## src/rtl/srcPkg.sv

```systemverilog
package srcPkg;

    localparam int wordW = 32;                     // data and bus width.
    localparam int memAddrW = 9;                   // word address bits.
    localparam int memDepth = 1 << memAddrW;       // 512 words.

    typedef logic [wordW-1:0] wordT;               // bus and register word.
    typedef logic [3:0] regIdxT;                   // R0..R15.
    typedef logic [memAddrW-1:0] memAddrT;         // RAM word address.

    typedef enum logic [4:0] {
        opLd   = 5'b00000,
        opLdi  = 5'b00001,
        opSt   = 5'b00010,
        opAdd  = 5'b00011,
        opSub  = 5'b00100,
        opAnd  = 5'b00101,
        opOr   = 5'b00110,
        opAddi = 5'b01100,
        opBr   = 5'b10010,
        opJr   = 5'b10100,
        opJal  = 5'b10101,
        opIn   = 5'b10110,
        opOut  = 5'b10111,
        opNop  = 5'b11010,
        opHalt = 5'b11011
    } opcodeT;                                     // unlisted codes run as nop.

    typedef enum logic [2:0] {
        aluAdd,
        aluSub,
        aluAnd,
        aluOr,
        aluIncPc                                   // bus plus one.
    } aluOpT;

    typedef enum logic [2:0] {
        busNone,
        busPc,
        busMdr,
        busZLow,
        busReg,
        busInPort,
        busConst
    } busSrcT;

    typedef enum logic [4:0] {
        sReset, sT0, sT1, sWait1, sWait2, sT2,
        sT3, sT4, sT5, sT6, sT7,
        sWait3, sWait4, sHalt
    } seqStateT;

    typedef struct packed {
        busSrcT busSel;                            // single bus driver.
        logic gra;                                 // select by ra field.
        logic grb;                                 // select by rb field.
        logic grc;                                 // select by rc field.
        logic rIn;                                 // write selected reg.
        logic baOut;                               // R0 reads zero.
        logic jalR15;                              // link write.
        logic pcIn;
        logic irIn;
        logic yIn;
        logic zIn;
        logic marIn;
        logic mdrIn;
        logic conIn;                               // evaluate branch cond.
        logic outPortIn;
        aluOpT aluOp;
        logic memRead;
        logic memWrite;
    } ctrlT;

    typedef struct packed {
        opcodeT opcode;                            // current instruction.
        logic conFlag;                             // branch condition result.
    } statusT;

endpackage

```

## src/rtl/controlSequencer.sv

```systemverilog
`timescale 1ns/10ps

module controlSequencer (
    input  logic           clock,
    input  logic           rstN,
    input  srcPkg::statusT status,
    output srcPkg::ctrlT   ctrl,
    output logic           halted
);
    import srcPkg::*;

    seqStateT state;
    seqStateT stateNext;
    ctrlT     ctrlNext;                            // control for stateNext.
    aluOpT    regAluOp;                            // op of a register ALU instr.
    logic     isAluReg;
    logic     isImmOp;                             // addi or ldi.

    assign isAluReg = status.opcode inside {opAdd, opSub, opAnd, opOr};
    assign isImmOp  = status.opcode inside {opAddi, opLdi};

    always_comb begin
        case (status.opcode)
            opSub:   regAluOp = aluSub;
            opAnd:   regAluOp = aluAnd;
            opOr:    regAluOp = aluOr;
            default: regAluOp = aluAdd;
        endcase
    end

    always_comb begin
        stateNext = state;
        case (state)
            sReset: stateNext = sT0;
            sT0:    stateNext = sT1;
            sT1:    stateNext = sWait1;
            sWait1: stateNext = sWait2;
            sWait2: stateNext = sT2;
            sT2: begin
                if (status.opcode == opHalt) begin
                    stateNext = sHalt;
                end else if (status.opcode inside {opLd, opLdi, opSt, opAddi, opBr,
                                                   opJr, opJal, opIn, opOut} || isAluReg) begin
                    stateNext = sT3;
                end else begin
                    stateNext = sT0;               // nop and unknown codes.
                end
            end
            sT3: stateNext = (status.opcode inside {opJr, opIn, opOut}) ? sT0 : sT4;
            sT4: stateNext = (status.opcode == opJal) ? sT0 : sT5;
            sT5: stateNext = (isAluReg || isImmOp) ? sT0 : sT6;
            sT6: begin
                case (status.opcode)
                    opLd:    stateNext = sWait3;
                    opSt:    stateNext = sT7;
                    default: stateNext = sT0;      // br done.
                endcase
            end
            sWait3: stateNext = sWait4;
            sWait4: stateNext = sT7;
            sT7:    stateNext = sT0;
            sHalt:  stateNext = sHalt;             // until reset.
            default: stateNext = sReset;
        endcase
    end

    // control word for the state about to be entered.
    always_comb begin
        ctrlNext = '0;
        case (stateNext)
            sT0: begin
                ctrlNext.busSel = busPc;
                ctrlNext.marIn = 1'b1;
                ctrlNext.aluOp = aluIncPc;
                ctrlNext.zIn = 1'b1;
            end
            sT1: begin
                ctrlNext.busSel = busZLow;         // pc + 1 back to pc.
                ctrlNext.pcIn = 1'b1;
                ctrlNext.memRead = 1'b1;
            end
            sT2: begin
                ctrlNext.busSel = busMdr;
                ctrlNext.irIn = 1'b1;
            end
            sT3: begin
                case (status.opcode)
                    opBr: begin
                        ctrlNext.busSel = busReg;
                        ctrlNext.gra = 1'b1;
                        ctrlNext.conIn = 1'b1;     // test Ra.
                    end
                    opJr: begin
                        ctrlNext.busSel = busReg;
                        ctrlNext.gra = 1'b1;
                        ctrlNext.pcIn = 1'b1;
                    end
                    opJal: begin
                        ctrlNext.busSel = busPc;
                        ctrlNext.jalR15 = 1'b1;    // link is pc + 1.
                    end
                    opIn: begin
                        ctrlNext.busSel = busInPort;
                        ctrlNext.gra = 1'b1;
                        ctrlNext.rIn = 1'b1;
                    end
                    opOut: begin
                        ctrlNext.busSel = busReg;
                        ctrlNext.gra = 1'b1;
                        ctrlNext.outPortIn = 1'b1;
                    end
                    default: begin
                        ctrlNext.busSel = busReg;  // Rb into Y.
                        ctrlNext.grb = 1'b1;
                        ctrlNext.baOut = status.opcode inside {opLd, opLdi, opSt};
                        ctrlNext.yIn = 1'b1;
                    end
                endcase
            end
            sT4: begin
                if (isAluReg) begin
                    ctrlNext.busSel = busReg;
                    ctrlNext.grc = 1'b1;
                    ctrlNext.aluOp = regAluOp;
                    ctrlNext.zIn = 1'b1;
                end else if (status.opcode == opBr) begin
                    ctrlNext.busSel = busPc;
                    ctrlNext.yIn = 1'b1;
                end else if (status.opcode == opJal) begin
                    ctrlNext.busSel = busReg;
                    ctrlNext.gra = 1'b1;
                    ctrlNext.pcIn = 1'b1;
                end else begin
                    ctrlNext.busSel = busConst;    // base plus offset.
                    ctrlNext.aluOp = aluAdd;
                    ctrlNext.zIn = 1'b1;
                end
            end
            sT5: begin
                if (status.opcode == opBr) begin
                    ctrlNext.busSel = busConst;
                    ctrlNext.aluOp = aluAdd;
                    ctrlNext.zIn = 1'b1;
                end else if (status.opcode inside {opLd, opSt}) begin
                    ctrlNext.busSel = busZLow;
                    ctrlNext.marIn = 1'b1;         // effective address.
                end else begin
                    ctrlNext.busSel = busZLow;
                    ctrlNext.gra = 1'b1;
                    ctrlNext.rIn = 1'b1;
                end
            end
            sT6: begin
                if (status.opcode == opLd) begin
                    ctrlNext.memRead = 1'b1;
                end else if (status.opcode == opSt) begin
                    ctrlNext.busSel = busReg;
                    ctrlNext.gra = 1'b1;
                    ctrlNext.mdrIn = 1'b1;
                end else begin
                    ctrlNext.busSel = busZLow;
                    ctrlNext.pcIn = status.conFlag; // taken only on flag.
                end
            end
            sT7: begin
                if (status.opcode == opSt) begin
                    ctrlNext.memWrite = 1'b1;
                end else begin
                    ctrlNext.busSel = busMdr;
                    ctrlNext.gra = 1'b1;
                    ctrlNext.rIn = 1'b1;
                end
            end
            default: ctrlNext = '0;                // waits, halt.
        endcase
    end

    always_ff @(posedge clock) begin
        if (!rstN) begin
            state <= sReset;
            ctrl <= '0;
        end else begin
            state <= stateNext;
            ctrl <= ctrlNext;
        end
    end

    assign halted = (state == sHalt);

endmodule

```

## config.mk

```make
export PLATFORM = sky130hd
export DESIGN_NAME = controlSequencer
export DESIGN_NICKNAME = d
export VERILOG_FILES = /design/src/rtl/srcPkg.sv /design/src/rtl/controlSequencer.sv
export SDC_FILE = /design/constraint.sdc
export NUM_CORES = 1
export LEC_CHECK = 0
export ABC_AREA = 1
export BUFFER_PORTS_ARGS = -buffer_cell sky130_fd_sc_hd__buf_2
export CAP_MARGIN = 0
export CELL_PAD_IN_SITES_DETAIL_PLACEMENT = 0
export CELL_PAD_IN_SITES_GLOBAL_PLACEMENT = 1
export CORE_ASPECT_RATIO = 0.5
export CORE_MARGIN = 2
export CORE_UTILIZATION = 41
export CTS_BUF_LIST = sky130_fd_sc_hd__clkbuf_2
export DETAILED_ROUTE_END_ITERATION = 12
export PLACE_DENSITY_LB_ADDON = 0.1
export SLEW_MARGIN = 20
export SYNTH_ARGS = -nofsm -noshare
export SYNTH_HDL_FRONTEND = slang
export SYNTH_SLANG_ARGS = --single-unit
```

## constraint.sdc

```tcl
create_clock -name clock -period 4.8 [get_ports clock]
set_clock_uncertainty 0.2 [all_clocks]
set_input_delay 0.48 -clock clock [delete_from_list [all_inputs] [get_ports clock]]
set_output_delay 0.48 -clock clock [all_outputs]
set_load 0.03 [all_outputs]
```

==> reports/qor.csv <==
stage,metric,value,unit
flow_run,Max-cap violations,0,
grt,pin count of the biggest net entering global routing,17,
synth,post-synth top area share,37.6,%
grt,met3 Use GR,5.12,%
drt,first-pass detailed-route iteration total,4,
sta,Final setup viols,0,
setup_path,Critical Path Max Stage Delay,0.40,ns
clock_network,CTS H-Tree Depth,1,
setup_path,WP data required,4.88,ns
synth,Adder-Cell Fraction of Synth Area,0,%
clock_network,post-CTS setup buffer count,0,
synth,synth warn,0,
synth,Area contributors post-synth,"dfxtp_1 38%, nor2_1 10%, nand2_1 9.8%",
grt,met1 global-route usage,29.5,%
layout,nets@finish,249,
clock_network,post-CTS sizing,0,
synth,cell taking the most area after synthesis,dfxtp_1,
setup_path,CP Capture Type,flop,
synth,Synth Area in Simple Gates,45.3,%
setup_path,reg2reg setup slack,2.74,ns
drt,Final ANT Viol Nets,0,
sta,final setup TNS,0,ns
setup_path,WS Path Type,flop to flop,
synth,Post-Synthesis Cells,207,
die,Initial Util,44.6,%
clock_network,clock latency on the worst-skew pair,0.34,ns
setup_path,Crit. Startpoint,state[0]$_SDFF_PN0_,
layout,antenna fix cells,0,
clock_network,clock transition at the registers of the reported paths,0.23,ns
sta,final hold viol count,0,
synth,"Primary FF master, synth",dfxtp_1,
setup_path,terminus of the critical flop-to-flop path,ctrl[19]$_SDFF_PN0_,
setup_path,"CP delay by family, top",simple AND/OR/NAND/NOR gates,
worst_hold_path,hold crit path type,input pin to flop,
synth,"FFs w/ async S/R, synth",0,%
sta,RSZ-0062 raised after global routing,no,
setup_path,crit path capture,ctrl[19]$_SDFF_PN0_,
grt,initial antenna violation count,0,
sta,Final Worst Setup Slack,2.74,ns
grt,GR Layer Usage met2,25.1,%
layout,Layout area overhead,15.6,%
drt,overall routed net length,3.39,mm
drt,Via-to-Cell Ratio,4.88,
synth,post-synthesis mux area share,0,%
grt,first-pass GRT wire length,5.44,mm
placed_design,DP Worst Slack,2.51,ns
synth,"count leader, synth",nor2_1,
clock_network,clk sinks,26,
sta,FMAX,0.485,GHz
synth,post-synthesis compound-gate area fraction,6.24,%
synth,average size of a mapped cell,6.69,sq um
clock_network,CTS tree,built,
synth,Post-Synth XOR/XNOR Area,0,%
placed_design,IO Port Bufs,30,
synth,largest family of logic cells by synthesized area,simple AND/OR/NAND/NOR gates,
synth,register bit total from synthesis,26,
sta,minimum clock period,2.06,ns
synth,"top cells by count, synth","38 x nor2_1, 36 x nand2_1, 30 x inv_1, 26 x dfxtp_1, 19 x nand3_1",
clock_network,Num CTS Buffers,3,
die,Die ar.,0.00388,sq mm
sta,final period utilization,42.9,%
setup_path,CP Depth,10,
layout,share of cells above drive strength 1,27.9,%
synth,post-synthesis sequential area ratio,37.6,%
drt,Post-route DRC,0,
die,CORE AREA,0.00310,sq mm
setup_path,CP max stage cell,dfxtp_1,
sta,Slew headroom,63.9,%
synth,synth unique cells,24,
placed_design,gpl congestion,0.887,
synth,Mapped Area,0.00138,sq mm
pwr,Peak supply drop,0.000110,V
die,FP Rows,14,
setup_path,most frequent CP cell,inv_1,
drt,vias,1365,
run_status,outcome,"finished, final reports clean",
die,Die W,86.2,um
setup_path,Critical R2R Launch,state[0]$_SDFF_PN0_,
drt,DR WL/cell,12.1,um
clock_network,Root Buffer,clkbuf_2,
grt,number of global-route vias before repair,1157,
die,Top-Level Pins,31,
drt,Iter 0 DRT Violations,111,
sta,Max Slew Vio Count,0,
setup_path,CP startpoint kind,flop,
pwr,P_leak,0.822,nW
pwr,P per Cell Area,247,mW/mm^2
placed_design,dpl hpwl,2.72,mm
setup_path,buffers and inverters on the worst path,3,
sta,Worst-Margin Slew,0.541,ns
setup_path,"critical path fanouts, max",6,
grt,GRT busiest layer,met1,
setup_path,"Cell Chain, Critical Path","nor2_1, inv_1, nor2_1, inv_1, nor3_2, nor2_2, nand4_1, nand4_1, nand2_1, inv_1",
clock_network,number of hold buffers added after CTS,0,
setup_path,Worst Path Arrival,2.14,ns
grt,GRT Resource Usage Total,18.5,%
synth,"EDFF count, synth",0,
die,Die H,45.1,um
clock_network,Longest Clk Path Bufs,2,
setup_path,worst r2r path cells,10,
synth,Mapped Nets,215,
grt,aggregate global routing overflow,0,
## worst register-to-register path, cell delays in order, from the launching register on
cell     delay [ns]
dfxtp_1        0.40
nor2_1         0.18
inv_1          0.09
nor2_1         0.10
inv_1          0.09
nor3_2         0.37
nor2_2         0.10
nand4_1        0.21
nand4_1        0.13
nand2_1        0.09
inv_1          0.04
## metal layers
metal,wire length (um),part of all wire [%]
met1,1820,54
met2,1260,37
met4,14,0.41
met3,289,8.5
met5,0,0
## cells in the final DEF, fill, tap and decap left out
cell / count
nor2_4: 3
nand2_1: 36
dfxtp_1: 26
nor2_1: 38
inv_2: 9
buf_2: 30
a41oi_1: 1
nor2_2: 10
a21oi_1: 7
nand4_1: 4
nand3_2: 3
nor4_1: 1
inv_1: 30
nand2_2: 5
a211oi_1: 1
nor4_2: 1
nor3_1: 5
clkbuf_2: 3
a21oi_2: 1
o2111a_1: 1
o21ai_1: 2
nand3_4: 1
clkinv_1: 1
nor3_2: 1
o21ai_0: 1
nand3_1: 19
## cells by family after synthesis
kind of cell / count (synthesis)
compound gates: 14
simple gates: 127
buf+inv: 40
flops: 26
## report_power, final
| group | switching, mW | total [mW] | internal, mW |
|---|---|---|---|
| registers | 0.00371 | 0.229 | 0.225 |
| logic | 0.0591 | 0.0822 | 0.0231 |
| clock network | 0.0654 | 0.0835 | 0.0181 |
## how the worst min path moves through the flow
stage	slack, ns	startpoint	depth (start not counted)	to
final	0.16	rstN	3	ctrl[19]$_SDFF_PN0_
after global routing	0.15	rstN	3	ctrl[15]$_SDFF_PN0_
after CTS	0.15	rstN	3	ctrl[20]$_SDFF_PN0_
after detailed placement	0.43	state[2]$_SDFF_PN0_	2	ctrl[11]$_SDFF_PN0_
after global placement	0.43	state[2]$_SDFF_PN0_	2	ctrl[11]$_SDFF_PN0_
after floorplan	0.36	state[2]$_SDFF_PN0_	2	ctrl[11]$_SDFF_PN0_
## state kept, by name (all words and copies together) (netlist names)
| register | count |
|---|---|
| ctrl | 22 |
| state | 4 |
## cell type report
class | instances | area [sq um]
fillers | 320 | 1500
well taps | 40 | 50.0
multi-input cells | 141 | 713
flip-flops and latches | 26 | 520
clock buffers | 3 | 15.0
clock inverters | 1 | 3.75
inverters | 39 | 146
repair buffers | 30 | 150
## through the flow
step | std cells | utilization [%] | power (mW) | hold slack, ns | cell area (sq um)
CTS | 280 | 51.6 | 0.397 | 0.148 | 1600
global route | 280 | 51.6 | 0.415 | 0.149 | 1600
floorplan | 207 | - | 0.292 | 0.357 | 1380
detailed placement | 276 | 51.0 | 0.315 | 0.428 | 1580
finish | 280 | 51.6 | 0.395 | 0.163 | 1600
global placement | 276 | 51.0 | 0.315 | 0.428 | 1580
Power figures use the tool's default switching activity.
